### src/msx_params.svh
// System-bus constants of the MSX core
// Divider ratios, port and register addresses, memory timing, window bases
`ifndef MSX_PARAMS_SVH
`define MSX_PARAMS_SVH

// ------------------------------------------------------------
// Clock enables
`define MSX_CPU_DIV				6			// CPU enable every 6 clocks
`define MSX_PSG_DIV				12			// Sound chip at half CPU rate

// I/O port and memory-mapped register
`define MSX_PPI_PORT			8'hA8		// Decode A8h-ABh, register at A8h only
`define MSX_EXP_SLOT_ADDR		16'hFFFF

// Memory bus
`define MSX_MEM_ACCESS_CYCLES	4			// Cycles from request to end of busy
`define MSX_IDLE_DATA			8'hFF		// Undriven data bus

// ------------------------------------------------------------
// Window bases, upper bits of the 23-bit memory address
`define MSX_BASE_MAIN_ROM		8'b00000100		// + a[14:13]
`define MSX_BASE_IOT_BASIC		9'b000001100	// + a[13]
`define MSX_BASE_MSX_MUSIC		9'b000001101	// + a[13]
`define MSX_BASE_EXT_BASIC		8'b00000111		// + a[14:13]
`define MSX_BASE_MEGA_1M		8'b01000000		// + ~a[14], a[13]
`define MSX_BASE_MEGA_512K		10'b0000100000	// Fixed bank
`define MSX_BASE_MAPPER_RAM		7'b1000000		// + a[15:13]
`define MSX_BASE_SUB_ROM		8'b00000101		// + a[14:13]
`define MSX_BASE_NEXTOR			7'b0000000		// + a[15:13]

`endif

### src/msx_bus_pkg.sv
// CPU-side types of the MSX system bus
// Address and data words, slot fields, bus cycles and memory windows
package msx_bus_pkg;

	typedef logic [15:0]	cpu_addr_t;
	typedef logic [7:0]		cpu_data_t;
	typedef logic [1:0]		slot_sel_t;
	typedef logic [7:0]		slot_regs_t;	// Four 2-bit page fields, page 0 in [1:0]

	// Decoded from the CPU strobes
	typedef enum logic [2:0] {
		cyc_idle,
		cyc_mem_read,
		cyc_mem_write,
		cyc_io_read,
		cyc_io_write
	} bus_cycle_e;

	// One entry per memory window
	typedef enum logic [3:0] {
		win_main_rom,
		win_iot_basic,
		win_msx_music,
		win_ext_basic,
		win_mega_1m,
		win_mega_512k,
		win_mapper_ram,
		win_sub_rom,
		win_nextor,
		win_none		// Slot 3-3, nothing mapped
	} rom_window_e;

endpackage

### src/msx_mem_pkg.sv
// Memory-side types of the MSX system bus
// External memory address, bus owner and arbiter FSM states
package msx_mem_pkg;

	typedef logic [22:0]	mem_addr_t;		// 8MB byte address

	// Who started the access in flight
	typedef enum logic {
		owner_cpu,
		owner_loader
	} mem_owner_e;

	typedef enum logic {
		arb_idle,
		arb_access
	} arb_state_e;

endpackage

### src/msx_bus_core.sv
// System-bus core of the MSX machine
// Clock enables, slot selection, memory map, memory arbiter and read latch
`timescale 1ns/1ps

module msx_bus_core
	import msx_bus_pkg::*;
	import msx_mem_pkg::*;
(
	input	logic		clk42m,
	input	logic		ff_reset_n,
	// CPU bus
	input	logic		mreq_n,
	input	logic		iorq_n,
	input	logic		rd_n,
	input	logic		wr_n,
	input	cpu_addr_t	cpu_address,
	input	cpu_data_t	cpu_wdata,
	output	cpu_data_t	cpu_rdata,
	output	logic		cpu_enable,
	output	logic		psg_enable,
	// Host loader
	input	logic		loader_freeze,
	input	logic		loader_req_n,
	input	mem_addr_t	loader_address,
	input	cpu_data_t	loader_wdata,
	// External memory
	output	logic		mem_req,
	output	logic		mem_we,
	output	mem_addr_t	mem_address,
	output	cpu_data_t	mem_wdata,
	input	cpu_data_t	mem_rdata,
	output	logic		mem_busy,
	output	logic		read_done
);
	bus_cycle_e	w_bus_cycle;
	slot_sel_t	w_page_slot;
	slot_sel_t	w_page_sub_slot;
	cpu_data_t	w_reg_rdata;
	logic		w_reg_rdata_en;
	logic		w_map_req_n;
	logic		w_map_we;
	mem_addr_t	w_map_address;
	cpu_data_t	w_map_wdata;
	cpu_data_t	w_mem_read_data;

	// ------------------------------------------------------------
	msx_clock_enable u_clock_enable (
		.clk42m			(clk42m),
		.ff_reset_n		(ff_reset_n),
		.loader_freeze	(loader_freeze),
		.mem_busy		(mem_busy),
		.cpu_enable		(cpu_enable),
		.psg_enable		(psg_enable)
	);

	msx_slot_select u_slot_select (
		.clk42m			(clk42m),
		.ff_reset_n		(ff_reset_n),
		.mreq_n			(mreq_n),
		.iorq_n			(iorq_n),
		.rd_n			(rd_n),
		.wr_n			(wr_n),
		.cpu_address	(cpu_address),
		.cpu_wdata		(cpu_wdata),
		.bus_cycle		(w_bus_cycle),
		.page_slot		(w_page_slot),
		.page_sub_slot	(w_page_sub_slot),
		.reg_rdata		(w_reg_rdata),
		.reg_rdata_en	(w_reg_rdata_en)
	);

	// Window name left open, visible in waveforms only
	msx_memory_map u_memory_map (
		.bus_cycle		(w_bus_cycle),
		.page_slot		(w_page_slot),
		.page_sub_slot	(w_page_sub_slot),
		.cpu_address	(cpu_address),
		.cpu_wdata		(cpu_wdata),
		.loader_freeze	(loader_freeze),
		.loader_req_n	(loader_req_n),
		.loader_address	(loader_address),
		.loader_wdata	(loader_wdata),
		.map_req_n		(w_map_req_n),
		.map_we			(w_map_we),
		.map_address	(w_map_address),
		.map_wdata		(w_map_wdata),
		.map_window		()
	);

	msx_mem_arbiter u_mem_arbiter (
		.clk42m			(clk42m),
		.ff_reset_n		(ff_reset_n),
		.loader_freeze	(loader_freeze),
		.map_req_n		(w_map_req_n),
		.map_we			(w_map_we),
		.map_address	(w_map_address),
		.map_wdata		(w_map_wdata),
		.mem_rdata		(mem_rdata),
		.mem_req		(mem_req),
		.mem_we			(mem_we),
		.mem_address	(mem_address),
		.mem_wdata		(mem_wdata),
		.mem_busy		(mem_busy),
		.read_done		(read_done),
		.mem_read_data	(w_mem_read_data)
	);

	msx_read_latch u_read_latch (
		.clk42m			(clk42m),
		.ff_reset_n		(ff_reset_n),
		.rd_n			(rd_n),
		.read_done		(read_done),
		.mem_read_data	(w_mem_read_data),
		.reg_rdata_en	(w_reg_rdata_en),
		.reg_rdata		(w_reg_rdata),
		.cpu_rdata		(cpu_rdata)
	);

endmodule

### src/msx_clock_enable.sv
// CPU and sound-chip clock enables
// Counters clear under loader freeze, enables drop while memory is busy
`timescale 1ns/1ps
`include "msx_params.svh"

module msx_clock_enable (
	input	logic	clk42m,
	input	logic	ff_reset_n,
	input	logic	loader_freeze,
	input	logic	mem_busy,
	output	logic	cpu_enable,
	output	logic	psg_enable
);
	localparam int CPU_W = $clog2(`MSX_CPU_DIV);
	localparam int PSG_W = $clog2(`MSX_PSG_DIV);

	logic	[CPU_W-1:0]	ff_cpu_div;
	logic	[PSG_W-1:0]	ff_psg_div;

	always_ff @(posedge clk42m) begin
		if (!ff_reset_n) begin
			ff_cpu_div <= '0;
		end else if (loader_freeze) begin
			ff_cpu_div <= '0;								// Parked at zero
		end else if (ff_cpu_div == CPU_W'(`MSX_CPU_DIV - 1)) begin
			ff_cpu_div <= '0;
		end else begin
			ff_cpu_div <= ff_cpu_div + 1'b1;
		end
	end

	always_ff @(posedge clk42m) begin
		if (!ff_reset_n) begin
			ff_psg_div <= '0;
		end else if (loader_freeze) begin
			ff_psg_div <= '0;
		end else if (ff_psg_div == PSG_W'(`MSX_PSG_DIV - 1)) begin
			ff_psg_div <= '0;
		end else begin
			ff_psg_div <= ff_psg_div + 1'b1;
		end
	end

	// Busy swallows enables and stalls the CPU
	assign cpu_enable = (ff_cpu_div == CPU_W'(`MSX_CPU_DIV - 1)) && !mem_busy && !loader_freeze;
	assign psg_enable = (ff_psg_div == PSG_W'(`MSX_PSG_DIV - 1)) && !mem_busy && !loader_freeze;

	// Sound enable lands on every second CPU enable
	a_psg_in_phase: assert property (@(posedge clk42m) disable iff (!ff_reset_n)
		psg_enable |-> cpu_enable);

endmodule

### src/msx_mem_arbiter.sv
// External memory arbiter
// CPU bus and host loader share one memory, one access of fixed length at a time
// Busy spans the access, read_done follows a CPU read with its data
`timescale 1ns/1ps
`include "msx_params.svh"

module msx_mem_arbiter
	import msx_bus_pkg::*;
	import msx_mem_pkg::*;
(
	input	logic		clk42m,
	input	logic		ff_reset_n,
	input	logic		loader_freeze,
	input	logic		map_req_n,
	input	logic		map_we,
	input	mem_addr_t	map_address,
	input	cpu_data_t	map_wdata,
	input	cpu_data_t	mem_rdata,
	output	logic		mem_req,
	output	logic		mem_we,
	output	mem_addr_t	mem_address,
	output	cpu_data_t	mem_wdata,
	output	logic		mem_busy,
	output	logic		read_done,
	output	cpu_data_t	mem_read_data
);
	localparam int CNT_W = $clog2(`MSX_MEM_ACCESS_CYCLES);

	arb_state_e			ff_state;
	mem_owner_e			ff_owner;
	mem_owner_e			w_owner;
	logic	[CNT_W-1:0]	ff_count;
	logic				ff_req_n_d;
	logic				w_req_fall;
	logic				w_last;
	logic				ff_pending;			// One loader write waiting
	mem_addr_t			ff_pend_address;
	cpu_data_t			ff_pend_wdata;
	logic				ff_req;
	logic				ff_we;
	logic				ff_read_done;
	mem_addr_t			ff_address;
	cpu_data_t			ff_wdata;
	cpu_data_t			ff_read_data;

	assign w_owner		= loader_freeze ? owner_loader : owner_cpu;
	assign w_req_fall	= ff_req_n_d && !map_req_n;
	assign w_last		= (ff_state == arb_access) &&
						  (ff_count == CNT_W'(`MSX_MEM_ACCESS_CYCLES - 1));

	// ------------------------------------------------------------
	// Control FSM
	always_ff @(posedge clk42m) begin
		if (!ff_reset_n) begin
			ff_state		<= arb_idle;
			ff_owner		<= owner_cpu;
			ff_count		<= '0;
			ff_req_n_d		<= 1'b1;
			ff_pending		<= 1'b0;
			ff_req			<= 1'b0;
			ff_we			<= 1'b0;
			ff_read_done	<= 1'b0;
		end else begin
			ff_req_n_d		<= map_req_n;
			ff_req			<= 1'b0;
			ff_read_done	<= w_last && (ff_owner == owner_cpu) && !ff_we;
			case (ff_state)
				arb_idle: begin
					if (ff_pending || w_req_fall) begin
						ff_state	<= arb_access;
						ff_count	<= '0;
						ff_req		<= 1'b1;
						ff_owner	<= ff_pending ? owner_loader : w_owner;
						ff_we		<= ff_pending ? 1'b1 : map_we;
					end
					ff_pending <= ff_pending && w_req_fall;	// New pulse queues behind
				end
				default: begin
					ff_count <= ff_count + 1'b1;
					if (w_last) begin
						ff_state <= arb_idle;
					end
					if (w_req_fall && w_owner == owner_loader) begin
						ff_pending <= 1'b1;
					end
				end
			endcase
		end
	end

	// ------------------------------------------------------------
	// Address, data and read capture
	always_ff @(posedge clk42m) begin
		if (ff_state == arb_idle && ff_pending) begin
			ff_address	<= ff_pend_address;
			ff_wdata	<= ff_pend_wdata;
		end else if (ff_state == arb_idle && w_req_fall) begin
			ff_address	<= map_address;
			ff_wdata	<= map_wdata;
		end
		if (w_req_fall && (ff_state == arb_access || ff_pending)) begin
			ff_pend_address	<= map_address;
			ff_pend_wdata	<= map_wdata;
		end
		if (w_last) begin
			ff_read_data <= mem_rdata;						// Sampled in last cycle
		end
	end

	assign mem_req			= ff_req;
	assign mem_we			= ff_we;
	assign mem_address		= ff_address;
	assign mem_wdata		= ff_wdata;
	assign mem_busy			= (ff_state == arb_access);
	assign read_done		= ff_read_done;
	assign mem_read_data	= ff_read_data;

	a_req_one_cycle: assert property (@(posedge clk42m) disable iff (!ff_reset_n)
		mem_req |=> !mem_req);

	// Owner fixed from request to end of busy
	a_owner_stable: assert property (@(posedge clk42m) disable iff (!ff_reset_n)
		(mem_busy && !mem_req) |-> $stable(ff_owner));

endmodule

### src/msx_memory_map.sv
// Memory map of the MSX bus
// Turns slot, sub-slot and CPU address into a 23-bit external memory address
// Under loader freeze the loader write passes straight through
`timescale 1ns/1ps
`include "msx_params.svh"

module msx_memory_map
	import msx_bus_pkg::*;
	import msx_mem_pkg::*;
(
	input	bus_cycle_e		bus_cycle,
	input	slot_sel_t		page_slot,
	input	slot_sel_t		page_sub_slot,
	input	cpu_addr_t		cpu_address,
	input	cpu_data_t		cpu_wdata,
	input	logic			loader_freeze,
	input	logic			loader_req_n,
	input	mem_addr_t		loader_address,
	input	cpu_data_t		loader_wdata,
	output	logic			map_req_n,
	output	logic			map_we,
	output	mem_addr_t		map_address,
	output	cpu_data_t		map_wdata,
	output	rom_window_e	map_window
);
	rom_window_e	w_window;
	logic	[1:0]	w_page;
	logic			w_mid;				// Pages 1 and 2
	logic	[9:0]	w_upper;
	logic			w_readable;

	assign w_page	= cpu_address[15:14];
	assign w_mid	= (w_page == 2'd1) || (w_page == 2'd2);

	// Window from slot and sub-slot
	always_comb begin
		case ({page_slot, page_sub_slot})
			4'b00_00:	w_window = win_main_rom;
			4'b00_01:	w_window = win_iot_basic;
			4'b00_10:	w_window = win_msx_music;
			4'b00_11:	w_window = win_ext_basic;
			4'b11_00:	w_window = win_mapper_ram;
			4'b11_01:	w_window = win_sub_rom;
			4'b11_10:	w_window = win_nextor;
			4'b11_11:	w_window = win_none;
			default:	w_window = (page_slot == 2'd1) ? win_mega_1m : win_mega_512k;
		endcase
	end

	// ------------------------------------------------------------
	// Upper address bits and readable pages per window
	always_comb begin
		w_upper		= 10'd0;
		w_readable	= 1'b0;
		case (w_window)
			win_main_rom: begin
				w_upper		= {`MSX_BASE_MAIN_ROM, cpu_address[14:13]};
				w_readable	= !cpu_address[15];
			end
			win_iot_basic: begin
				w_upper		= {`MSX_BASE_IOT_BASIC, cpu_address[13]};
				w_readable	= (w_page == 2'd1);
			end
			win_msx_music: begin
				w_upper		= {`MSX_BASE_MSX_MUSIC, cpu_address[13]};
				w_readable	= (w_page == 2'd1);
			end
			win_ext_basic: begin
				w_upper		= {`MSX_BASE_EXT_BASIC, cpu_address[14:13]};	// Logo too
				w_readable	= w_mid;
			end
			win_mega_1m: begin
				w_upper		= {`MSX_BASE_MEGA_1M, ~cpu_address[14], cpu_address[13]};
				w_readable	= w_mid;
			end
			win_mega_512k: begin
				w_upper		= `MSX_BASE_MEGA_512K;
				w_readable	= w_mid;
			end
			win_mapper_ram: begin
				w_upper		= {`MSX_BASE_MAPPER_RAM, cpu_address[15:13]};
				w_readable	= 1'b1;									// Whole 64KB
			end
			win_sub_rom: begin
				w_upper		= {`MSX_BASE_SUB_ROM, cpu_address[14:13]};
				w_readable	= !cpu_address[15];
			end
			win_nextor: begin
				w_upper		= {`MSX_BASE_NEXTOR, cpu_address[15:13]};
				w_readable	= w_mid;
			end
			default: begin
				w_upper		= 10'd0;								// Slot 3-3 empty
				w_readable	= 1'b0;
			end
		endcase
	end

	// ------------------------------------------------------------
	// Request to the arbiter
	always_comb begin
		if (loader_freeze) begin
			map_req_n	= loader_req_n;
			map_we		= 1'b1;										// Loader only writes
			map_address	= loader_address;
			map_wdata	= loader_wdata;
			map_window	= win_none;
		end else begin
			map_req_n	= !((bus_cycle == cyc_mem_read && w_readable) ||
							(bus_cycle == cyc_mem_write && w_window == win_mapper_ram));
			map_we		= (bus_cycle == cyc_mem_write);
			map_address	= {w_upper, cpu_address[12:0]};
			map_wdata	= cpu_wdata;
			map_window	= w_window;
		end
	end

endmodule

### src/msx_read_latch.sv
// CPU read-data latch
// Memory data wins over register data, idle value while no read is active
`timescale 1ns/1ps
`include "msx_params.svh"

module msx_read_latch
	import msx_bus_pkg::*;
(
	input	logic		clk42m,
	input	logic		ff_reset_n,
	input	logic		rd_n,
	input	logic		read_done,
	input	cpu_data_t	mem_read_data,
	input	logic		reg_rdata_en,
	input	cpu_data_t	reg_rdata,
	output	cpu_data_t	cpu_rdata
);
	cpu_data_t	ff_rdata;

	always_ff @(posedge clk42m) begin
		if (!ff_reset_n) begin
			ff_rdata <= `MSX_IDLE_DATA;
		end else if (read_done) begin
			ff_rdata <= mem_read_data;
		end else if (reg_rdata_en) begin
			ff_rdata <= reg_rdata;
		end else if (rd_n) begin
			ff_rdata <= `MSX_IDLE_DATA;						// Bus floats high
		end
	end

	assign cpu_rdata = ff_rdata;

endmodule

### src/msx_slot_select.sv
// Slot selection of the MSX bus
// Primary slot register at port A8h, secondary registers of slots 0 and 3 at FFFFh
// Gives the slot and sub-slot of the page under the CPU address
`timescale 1ns/1ps
`include "msx_params.svh"

module msx_slot_select
	import msx_bus_pkg::*;
(
	input	logic		clk42m,
	input	logic		ff_reset_n,
	input	logic		mreq_n,
	input	logic		iorq_n,
	input	logic		rd_n,
	input	logic		wr_n,
	input	cpu_addr_t	cpu_address,
	input	cpu_data_t	cpu_wdata,
	output	bus_cycle_e	bus_cycle,
	output	slot_sel_t	page_slot,
	output	slot_sel_t	page_sub_slot,
	output	cpu_data_t	reg_rdata,
	output	logic		reg_rdata_en
);
	bus_cycle_e	w_cycle;
	slot_regs_t	ff_primary;
	slot_regs_t	ff_sec0;
	slot_regs_t	ff_sec3;
	slot_sel_t	w_page3_slot;
	slot_regs_t	w_sec_sel;			// Secondary register seen at FFFFh
	logic		w_ppi_cs;
	logic		w_ppi_reg;
	logic		w_exp_hit;
	logic		w_reg_read;
	cpu_data_t	ff_reg_rdata;
	logic		ff_reg_rdata_en;

	// ------------------------------------------------------------
	// Strobe decode
	always_comb begin
		if (!mreq_n && !rd_n) begin
			w_cycle = cyc_mem_read;
		end else if (!mreq_n && !wr_n) begin
			w_cycle = cyc_mem_write;
		end else if (!iorq_n && !rd_n) begin
			w_cycle = cyc_io_read;
		end else if (!iorq_n && !wr_n) begin
			w_cycle = cyc_io_write;
		end else begin
			w_cycle = cyc_idle;
		end
	end

	assign w_ppi_cs		= (w_cycle == cyc_io_read || w_cycle == cyc_io_write) &&
						  ({cpu_address[7:2], 2'b00} == `MSX_PPI_PORT);
	assign w_ppi_reg	= w_ppi_cs && (cpu_address[1:0] == 2'b00);	// Port A only
	assign w_page3_slot	= ff_primary[7:6];
	assign w_sec_sel	= (w_page3_slot == 2'd3) ? ff_sec3 : ff_sec0;
	assign w_exp_hit	= (w_cycle == cyc_mem_read || w_cycle == cyc_mem_write) &&
						  (cpu_address == `MSX_EXP_SLOT_ADDR) &&
						  (w_page3_slot == 2'd0 || w_page3_slot == 2'd3);

	// FFFFh register access hides the memory cycle behind it
	assign bus_cycle	= w_exp_hit ? cyc_idle : w_cycle;

	// ------------------------------------------------------------
	// Slot registers
	always_ff @(posedge clk42m) begin
		if (!ff_reset_n) begin
			ff_primary	<= '0;
			ff_sec0		<= '0;
			ff_sec3		<= '0;
		end else begin
			if (w_ppi_reg && w_cycle == cyc_io_write) begin
				ff_primary <= cpu_wdata;
			end
			if (w_exp_hit && w_cycle == cyc_mem_write) begin
				if (w_page3_slot == 2'd0) begin
					ff_sec0 <= cpu_wdata;
				end else begin
					ff_sec3 <= cpu_wdata;
				end
			end
		end
	end

	// Page under the CPU address
	always_comb begin
		page_slot = ff_primary[{cpu_address[15:14], 1'b0} +: 2];
		case (page_slot)
			2'd0:		page_sub_slot = ff_sec0[{cpu_address[15:14], 1'b0} +: 2];
			2'd3:		page_sub_slot = ff_sec3[{cpu_address[15:14], 1'b0} +: 2];
			default:	page_sub_slot = 2'd0;				// Slots 1 and 2 not expanded
		endcase
	end

	// ------------------------------------------------------------
	// Read-back, valid from the cycle after the strobe falls
	assign w_reg_read = (w_ppi_reg && w_cycle == cyc_io_read) ||
						(w_exp_hit && w_cycle == cyc_mem_read);

	always_ff @(posedge clk42m) begin
		if (!ff_reset_n) begin
			ff_reg_rdata_en <= 1'b0;
		end else begin
			ff_reg_rdata_en <= w_reg_read;
		end
	end

	always_ff @(posedge clk42m) begin
		if (w_reg_read) begin
			ff_reg_rdata <= w_exp_hit ? ~w_sec_sel : ff_primary;	// FFFFh reads back inverted
		end
	end

	assign reg_rdata	= ff_reg_rdata;
	assign reg_rdata_en	= ff_reg_rdata_en;

	a_rd_wr_exclusive: assert property (@(posedge clk42m) disable iff (!ff_reset_n)
		!(!rd_n && !wr_n));

endmodule

### config.mk
export PLATFORM = sky130hd
export DESIGN_NAME = msx_bus_core
export DESIGN_NICKNAME = d
export VERILOG_FILES = /design/src/msx_bus_pkg.sv /design/src/msx_mem_pkg.sv /design/src/msx_bus_core.sv /design/src/msx_clock_enable.sv /design/src/msx_mem_arbiter.sv /design/src/msx_memory_map.sv /design/src/msx_read_latch.sv /design/src/msx_slot_select.sv
export VERILOG_INCLUDE_DIRS = /design/src
export SDC_FILE = /design/constraint.sdc
export NUM_CORES = 1
export LEC_CHECK = 0
export BUFFER_PORTS_ARGS = -buffer_cell sky130_fd_sc_hd__buf_2
export CAP_MARGIN = 10
export CORE_MARGIN = 8
export CORE_UTILIZATION = 29
export CTS_CLUSTER_SIZE = 30
export DETAILED_ROUTE_END_ITERATION = 8
export PLACE_DENSITY = 0.51
export REMOVE_ABC_BUFFERS = 1
export SLEW_MARGIN = 20
export SYNTH_ARGS = -nofsm -noshare
export SYNTH_HDL_FRONTEND = slang
export SYNTH_SLANG_ARGS = --single-unit
### constraint.sdc
create_clock -name clk42m -period 8 [get_ports clk42m]
set_clock_uncertainty 0.05 [all_clocks]
set_input_delay 1.6 -clock clk42m [delete_from_list [all_inputs] [get_ports clk42m]]
set_output_delay 1.6 -clock clk42m [all_outputs]
set_load 0.05 [all_outputs]
==> run metrics, run 1 <==
status complete, no violations; top-count cell post-synth edfxtp_1; Synth Instances between 400 and 500; Synth Area in Compound Gates 8.593%; largest net degree at the start of global routing between 40 and 50; Worst setup SP type input port; drt drc 0; peak supply drop about 0.14 mV; Design Power approximately 0.0017 W; Layout area overhead 22.13%; Synth area leader edfxtp_1; P_leak 2.911 nW; hold_buf cts 0; die width between 150 and 200 um; top cells by count, synth edfxtp_1 (78), mux2_2 (61), dfxtp_1 (49); crit end category flip-flop; WL per Instance roughly 17 um; PwrDens about 220 nW/um^2; Vias 4,117; ant diodes 0; simple-gate area share of the yosys netlist 12.72%; Min-Delay Path Class flip-flop to flip-flop; worst reg2reg path startpoint u_slot_select.ff_primary[6]; multi-input combinational cell area 2565 um^2; Port Buf Inserts 115; Max Freq 0.1790 GHz; nets@finish 686; met3 Track Usage GR 3.207%; critical path class input port to flip-flop; P_sw approximately 0.00042 W; met1 GRT Util 14.04%; Pre-antenna DRT Iters 4; first-pass GRT wire length between 20,000 and 25,000 um; Synth Flop Type edfxtp_1; number of distinct library cells after synthesis 65; setup bufs post-CTS 0; cell area after synthesis 6101 um^2; min Tclk post-route 5588 ps; Power Internal 0.001249 W; fraction of layout cells with a size suffix above 1 37.89%; io pins 116; DR iter-0 viols 240; Clk Latency, worst-skew pair 420 ps; core footprint ~21,000 um^2; Post-DRT Antenna Nets 0; initial antenna violation count 0; most used routing layer met2; Hold Startpoint u_clock_enable.ff_psg_div[0]; Die ar. 25,930 um^2; Fin. Hold Viols 0; initial core utilization 29.30%; FP Rows 53; synth top area cells edfxtp_1 (38%), dfxtp_1 (16%), mux2_2 (11%); Critical Path RT 7980 ps; Root Driver clkbuf_16; Seq/Total Area, Yosys 54.47%; CP Data Arrival Time roughly 5600 ps; Setup TNS 0 ps; syn avg cell area 12.35 um^2; EDFF count, synth 78; flops & latches, synth 127; Worst slew margin a little over a third; Yosys warning total 0; Slew Limit Fails 0; top cell type's share of synthesized area between 30% and 40%; period utilization 69.85%; grt ovf 0; CTS tree done; worst slew pin tran 950.9 ps; gr usage total 11.77%; post_cts resized 0; Via density 4.626; CP startpoint cpu_address[14]; part of the power in registers 44.2%; main combinational cell family by area after synthesis multiplexers; CTS Buffer Depth 2; ys async rst share 0%; routability congestion estimate approximately 0.82; CTS Buf Count 17; Final HPWL DP approximately 11,000 um; RSZ-0062 raised after global routing no; met2 usage 19.52%; CTS Sinks 127; combinational power share 10.8%; CTS clk-pin slew, worst paths 60 ps; H-tree depth 4; Die Ht around 160 um; adder-cell share of the synthesized area 2.666%; Final Setup Violations 0; Synth Area in XOR/XNOR 0.2871%; Clk network pwr share between 40% and 50%; max cap viols 0; Sw Ratio 25.38%; register area 3323 um^2; Fillers 2,134; worst-path fanout max 31; drt total wl approximately 15,000 um; vias in the first global route 4,458; mux share of post-synthesis cell area 17.62%
==> power by group through the flow <==
stage	Combinational (W)	Clock (W)	Sequential, W
2_1_floorplan	0.0000623	0	0.000807
3_3_place_gp	0.000182	0	0.000754
3_5_place_dp	0.000184	0	0.000754
4_1_cts	0.000185	0.000769	0.000740
5_1_grt	0.000196	0.000799	0.000743
6_report	0.000181	0.000752	0.000740
==> cell type report <==
type                       count  area share, %
clock inverter                13          1.864
tap                          275          4.618
inverter                      13         0.6549
sequential                   127          44.60
multi-input combinational    325          34.42
clock buffer                  19          5.810
timing repair buffer         118          8.027
==> stage by stage <==
step	cell area [um^2]	hold slack, ps	utilization (%)	cells	setup WS (ps)
detailed placement	6879	398.2	33.04	858	1967
global placement	6879	374.8	33.04	858	2092
global route	7451	429.4	35.78	890	2153
CTS	7451	410.8	35.78	890	2407
floorplan	5927	350.8	-	465	1959
finish	7451	407.2	35.78	890	2412
==> sequential cells by signal, summed over array words and instances, names as in the netlist, 4 cells and up <==
register,flops
u_slot_select.reg_rdata,8
u_mem_arbiter.mem_address,23
u_mem_arbiter.mem_read_data,8
u_slot_select.ff_sec3,8
u_slot_select.ff_sec0,8
u_clock_enable.ff_psg_div,4
u_mem_arbiter.ff_pend_wdata,8
u_mem_arbiter.mem_wdata,8
u_mem_arbiter.ff_pend_address,23
u_slot_select.ff_primary,8
u_read_latch.cpu_rdata,8
==> logic make-up (layout without fill, tap and decap cells) <==
logic type / after synthesis / count (layout)
compound gates: 69 / 69
xor+xnor: 2 / 2
fa+ha+maj: 13 / 13
buf+inv: 42 / 163
flops: 127 / 127
mux: 95 / 95
simple gates: 146 / 146
==> layer usage <==
metal | up-vias | part of all wire (%)
met5 | - | 0
met4 | 0 | 2.3
met3 | 22 | 4.5
met2 | 86 | 48
met1 | 1984 | 45
li1 | 2025 | -
==> placed cells by master (no fill, tap or decap), types with 13 or more instances in the layout <==
| master | netlist | layout |
|---|---|---|
| nor2b_1 | 30 | 29 |
| buf_2 | 0 | 115 |
| ha_1 | 13 | 13 |
| clkbuf_16 | 0 | 17 |
| a21oi_1 | 13 | 13 |
| mux2i_1 | 29 | 29 |
| edfxtp_1 | 78 | 78 |
| mux2_2 | 61 | 61 |
| nand2_1 | 39 | 39 |
| o21ai_0 | 17 | 17 |
| inv_1 | 13 | 13 |
| nor2_1 | 32 | 32 |
| dfxtp_1 | 49 | 49 |
==> worst max-delay path, stage by stage <==
cell and delay, ps:
buf_2 280, mux4_2 590, ha_1 370, mux2_4 360, a2bb2oi_4 190, a21o_1 300, a2111o_1 410, a41o_4 290
a31oi_1 300, nor2b_4 860
==> worst paths after layout <==
| check | end | cells after the start | slack (ps) |
|---|---|---|---|
| max | u_mem_arbiter.ff_pend_address[15] | 10 | 2410 |
| min | u_clock_enable.ff_psg_div[0] | 1 | 410 |
| max reg2reg | u_mem_arbiter.ff_pend_address[15] | 9 | 3590 |
| min reg2reg | u_clock_enable.ff_psg_div[0] | 1 | 410 |
(Power assumes the default switching activity.)
==> run 2, diff against run 1 <==
==> constraint.sdc (replaced) <==
create_clock -name clk42m -period 5.5 [get_ports clk42m]
set_clock_uncertainty 0.05 [all_clocks]
set_input_delay 1.1 -clock clk42m [delete_from_list [all_inputs] [get_ports clk42m]]
set_output_delay 1.1 -clock clk42m [all_outputs]
set_load 0.05 [all_outputs]
==> run 2 against run 1 <==
Effect of this change: via count barely moved; non-clock buffer count rose by 3; register-to-register slack got worse by 2100 ps; die area is the same.
==> run metrics, run 2 (synthesis gave the netlist of run 1 again) <==
status complete, no violations; worst slew pin tran 844.4 ps (-106.5 ps); ant diodes 0 (unchanged); PwrDens 324.5 nW/um^2 (+44%); Layout area overhead 22.72%; Via density 4.611 (-0.31%); min Tclk post-route 4690 ps; crit end category flip-flop; multi-input combinational cell area 2565 um^2 (unchanged); WL per Instance 16.99 um (about the same); leading cell type in the layout, fill and taps excluded buf_2; Die Ht 161.0 um (unchanged); Final HPWL DP 11,150 um (about the same); CTS Buf Count 17 (unchanged); peak supply drop 0.2138 mV (+50%); nets@finish 689 (+0.44%); Vias 4,118 (+0.024%); initial core utilization 29.30% (unchanged); Worst slew margin 43.71% (+7.2 points); Die ar. 25,930 um^2 (unchanged); Fin. Hold Viols 0 (unchanged); period utilization 85.27%; hold_buf cts 0 (unchanged); initial antenna violation count 1 (+1); worst-path fanout max 22 (-29%); max cap viols 0 (unchanged); post_cts resized 0 (unchanged); P_leak 2.930 nW (+0.64%); Pre-antenna DRT Iters 4 (unchanged); Finished Layout Cells 893 (+0.34%); RSZ-0062 raised after global routing no; post-layout instance area 7487 um^2 (+0.49%); Port Buf Inserts 115 (unchanged); io pins 116 (unchanged); most frequent cells in the layout buf_2 (115), edfxtp_1 (78), mux2_2 (61); largest net degree at the start of global routing 46 (unchanged); Worst setup SP type input port; Root Driver clkbuf_16; critical path class input port to flip-flop; H-tree depth 4 (unchanged); DR iter-0 viols 206 (-14%); gr usage total 12.07% (+0.30 points); number of placed cells counting well taps 861 (+0.35%); Min-Delay Path Class flip-flop to flip-flop; register area 3323 um^2 (unchanged); routability congestion estimate 0.8090 (-1.1%); grt ovf 0 (unchanged); CTS clk-pin slew, worst paths 50 ps (about the same); die width 161.0 um (unchanged); setup ws final 810.1 ps (-1602 ps); CTS Buffer Depth 2 (unchanged); Final Setup Violations 0 (unchanged); final core utilization 35.96% (+0.17 points); drt drc 0 (unchanged); Placement Setup Slack 395.2 ps (-1572 ps); Area after DPL 6914 um^2 (+0.51%); CTS Sinks 127 (unchanged); Fillers 2,126 (-0.37%); FP Rows 53 (unchanged); Post-DRT Antenna Nets 0 (unchanged); Max Freq 0.2132 GHz; core footprint 20,820 um^2 (unchanged); Clk Latency, worst-skew pair 410 ps (about the same); CTS tree done; fraction of layout cells with a size suffix above 1 38.51% (+0.63 points); first-pass GRT wire length 24,740 um (+3.8%); drt total wl 15,170 um (+0.26%); Slew Limit Fails 0 (unchanged); setup bufs post-CTS 0 (unchanged); vias in the first global route 4,540 (+1.8%); Critical Path RT 5540 ps (-2440 ps); CP Data Arrival Time 4730 ps (-840 ps)
==> run 2: per-layer routing <==
layer	global-route usage, %	part of all wire [%]
met2	19.90	49
met4	4.040	1.5
met3	3.512	4.4
met5	0	0.079
met1	14.87	45
==> run 2: final timing paths <==
| path | start | end | slack [ps] | depth (start not counted) |
|---|---|---|---|---|
| worst min register to register | u_clock_enable.ff_psg_div[0] | u_clock_enable.ff_psg_div[0] | 400 | 1 |
| worst min-delay path | u_clock_enable.ff_psg_div[0] | u_clock_enable.ff_psg_div[0] | 400 | 1 |
| worst max register to register | u_slot_select.ff_primary[7] | u_mem_arbiter.ff_pend_address[18] | 1490 | 10 |
| worst max-delay path | cpu_address[14] | u_mem_arbiter.ff_pend_address[18] | 810 | 11 |
==> run 2: cell type report <==
type | instances | area share, %
sequential | 127 | 44.39
multi-input combinational | 325 | 34.26
timing repair buffer | 121 | 8.456
clock buffer | 18 | 5.732
tap | 275 | 4.596
clock inverter | 14 | 1.922
inverter | 13 | 0.6517
==> run 2: stage by stage <==
step           power, W  TNS (ps)  hold WS (ps)
3_5_place_dp   0.001368         0         393.5
2_1_floorplan  0.001265     -1257         350.8
6_report       0.002430         0         404.8
5_1_grt        0.002525         0         427.4
3_3_place_gp   0.001364         0         374.7
4_1_cts        0.002460         0         403.6
==> run 2: power by group <==
group          switching (W)  internal (W)
logic               0.000176     0.0000913
registers          0.0000162       0.00106
clock network       0.000420      0.000665
==> run 2: worst max-delay path: stages <==
cell and delay, ps:
buf_2 270, mux4_2 580, ha_1 380, mux2_4 370
a2bb2oi_4 190, a21o_1 290, a2111o_1 410, a41o_4 290
a31oi_1 310, nor2b_4 220, buf_4 300
==> run 3, diff against run 2 <==
--- a/config.mk
+++ b/config.mk
@@ -13,7 +13,6 @@
 export CTS_CLUSTER_SIZE = 30
 export DETAILED_ROUTE_END_ITERATION = 8
 export PLACE_DENSITY = 0.51
-export REMOVE_ABC_BUFFERS = 1
 export SLEW_MARGIN = 20
 export SYNTH_ARGS = -nofsm -noshare
 export SYNTH_HDL_FRONTEND = slang
==> run 3 against run 2 <==
Effect of this change: sequential power hardly changed; die area stayed put; routed wire length is 3.4% higher; clock power is 4% higher; combinational power hardly changed; register-to-register slack better by 50 ps; utilization is 0.066 points higher; final area is 0.18% higher; clock-buffer cell count stayed put; first-iteration DRC count is 3.4% higher; largest cell class unchanged.
==> run metrics, run 3 (synthesis gave the netlist of run 1 again) <==
status complete, no violations; crit end category flip-flop; worst slew pin tran 906.2 ps (+61.86 ps); P_leak 2.927 nW (-0.11%); Pre-antenna DRT Iters 4 (unchanged); period utilization 83.09% (-2.2 points); Fin. Hold Viols 0 (unchanged); Port Buf Inserts 115 (unchanged); Via density 4.645 (+0.72%); first-pass GRT wire length 24,780 um (+0.19%); grt ovf 0 (unchanged); die width 161.0 um (unchanged); drt total wl 15,690 um (+3.4%); drt drc 0 (unchanged); min Tclk post-route 4570 ps (-120.0 ps); vias in the first global route 4,449 (-2.0%); CP Data Arrival Time 4630 ps (-100 ps); setup ws final 930.1 ps (+120.0 ps); Layout area overhead 22.95%; Min-Delay Path Class flip-flop to flip-flop; Die Ht 161.0 um (unchanged); R2R setup slack 1540 ps (+50 ps); Worst slew margin 39.58% (-4.1 points); CP startpoint cpu_address[14]; number of placed cells counting well taps 860 (-0.12%); largest net degree at the start of global routing 46 (unchanged); WL per Instance 17.59 um (+3.5%); core footprint 20,820 um^2 (unchanged); ant diodes 0 (unchanged); R2R Path End u_mem_arbiter.ff_pend_wdata[4]; io pins 116 (unchanged); DR iter-0 viols 213 (+3.4%); initial core utilization 29.30% (unchanged); Max Freq 0.2188 GHz (+2.6%); initial antenna violation count 1 (unchanged); FP Rows 53 (unchanged); worst reg2reg path startpoint u_slot_select.ff_primary[6]; Fillers 2,078 (-2.3%); Placement Setup Slack 491.0 ps (+95.84 ps); Root Driver clkbuf_16; Post-DRT Antenna Nets 0 (unchanged); leading cell type in the layout, fill and taps excluded buf_2; syn_nets 578; gr usage total 12.27% (+0.20 points); post_cts resized 0 (unchanged); Finished Layout Cells 892 (-0.11%); RSZ-0062 raised after global routing no; PwrDens 330.1 nW/um^2 (+1.7%); CTS tree done; Critical Path RT 5560 ps (+20 ps); most frequent cells in the layout buf_2 (115), edfxtp_1 (78), mux2_2 (61); setup bufs post-CTS 0 (unchanged); routability congestion estimate 0.8356 (+3.3%); Final HPWL DP 11,580 um (+3.8%); Final Setup Violations 0 (unchanged); hold_buf cts 0 (unchanged); Critical Path End u_mem_arbiter.ff_pend_wdata[4]; CTS Buf Count 17 (unchanged); worst r2r path cells 10 (unchanged); Vias 4,143 (+0.61%); peak supply drop 0.2126 mV (-0.56%); Clk Latency, worst-skew pair 420 ps (about the same); nets@finish 688 (-0.15%); Setup TNS 0 ps (unchanged); H-tree depth 4 (unchanged); Worst setup SP type input port; CTS Sinks 127 (unchanged); max cap viols 0 (unchanged); critical path class input port to flip-flop; fraction of layout cells with a size suffix above 1 38.57% (+0.062 points); CTS Buffer Depth 2 (unchanged); worst-path fanout max 31 (+41%); Slew Limit Fails 0 (unchanged); Die ar. 25,930 um^2 (unchanged); CTS clk-pin slew, worst paths 60 ps (about the same); hold slack 409.4 ps (+4.636 ps)
-- run 3: area by class of cell --
class	count	area, um^2	share of cell area [%]
Clock inverter	14	155.1	2.068
Inverter	13	48.80	0.6505
Sequential cell	127	3323	44.30
Tap cell	275	344.1	4.587
Clock buffer	18	439.2	5.855
Timing Repair Buffer	120	625.6	8.340
Multi-Input combinational cell	325	2565	34.20
-- run 3: worst min path at each step --
stage                                            start                      endpoint  depth (start not counted)
after floorplan                 u_mem_arbiter.ff_owner       u_mem_arbiter.read_done                          1
after global routing      u_clock_enable.ff_cpu_div[0]  u_clock_enable.ff_cpu_div[0]                          1
final                     u_clock_enable.ff_cpu_div[0]  u_clock_enable.ff_cpu_div[0]                          1
after CTS                 u_clock_enable.ff_cpu_div[0]  u_clock_enable.ff_cpu_div[0]                          1
after global placement    u_clock_enable.ff_psg_div[0]  u_clock_enable.ff_psg_div[0]                          1
after detailed placement  u_clock_enable.ff_cpu_div[0]  u_clock_enable.ff_cpu_div[0]                          1
-- run 3: power by group --
part | total, W | internal, W | switching [W]
Sequential | 0.00108 | 0.00106 | 0.0000158
Clock | 0.00113 | 0.000686 | 0.000445
Combinational | 0.000269 | 0.0000908 | 0.000178
Total | 0.00248 | 0.00184 | 0.000639
-- run 3: metrics by stage --
stage / utilization (%) / area, um^2 / power, W
final: 36.02 / 7501 / 0.002476
after global routing: 36.02 / 7501 / 0.002571
after CTS: 36.02 / 7501 / 0.002513
after detailed placement: 33.17 / 6907 / 0.001368
after global placement: 33.17 / 6907 / 0.001364
after floorplan: - / 6103 / 0.001280
-- run 3: worst max-delay path, stage by stage --
cell	delay, ps
buf_2	260
mux4_2	580
ha_1	380
mux2_4	370
a2bb2oi_4	190
a21o_1	290
a2111o_1	410
a41o_4	290
a31oi_1	270
nor2b_4	230
buf_12	210
-- run 3: metal layers --
metal | up-vias | share of wire, % | track usage [%]
li1 | 2035 | - | -
met1 | 2002 | 46 | 15.40
met2 | 96 | 47 | 19.52
met3 | 8 | 5.3 | 4.250
met4 | 2 | 1.1 | 3.788
met5 | - | 0.076 | 0
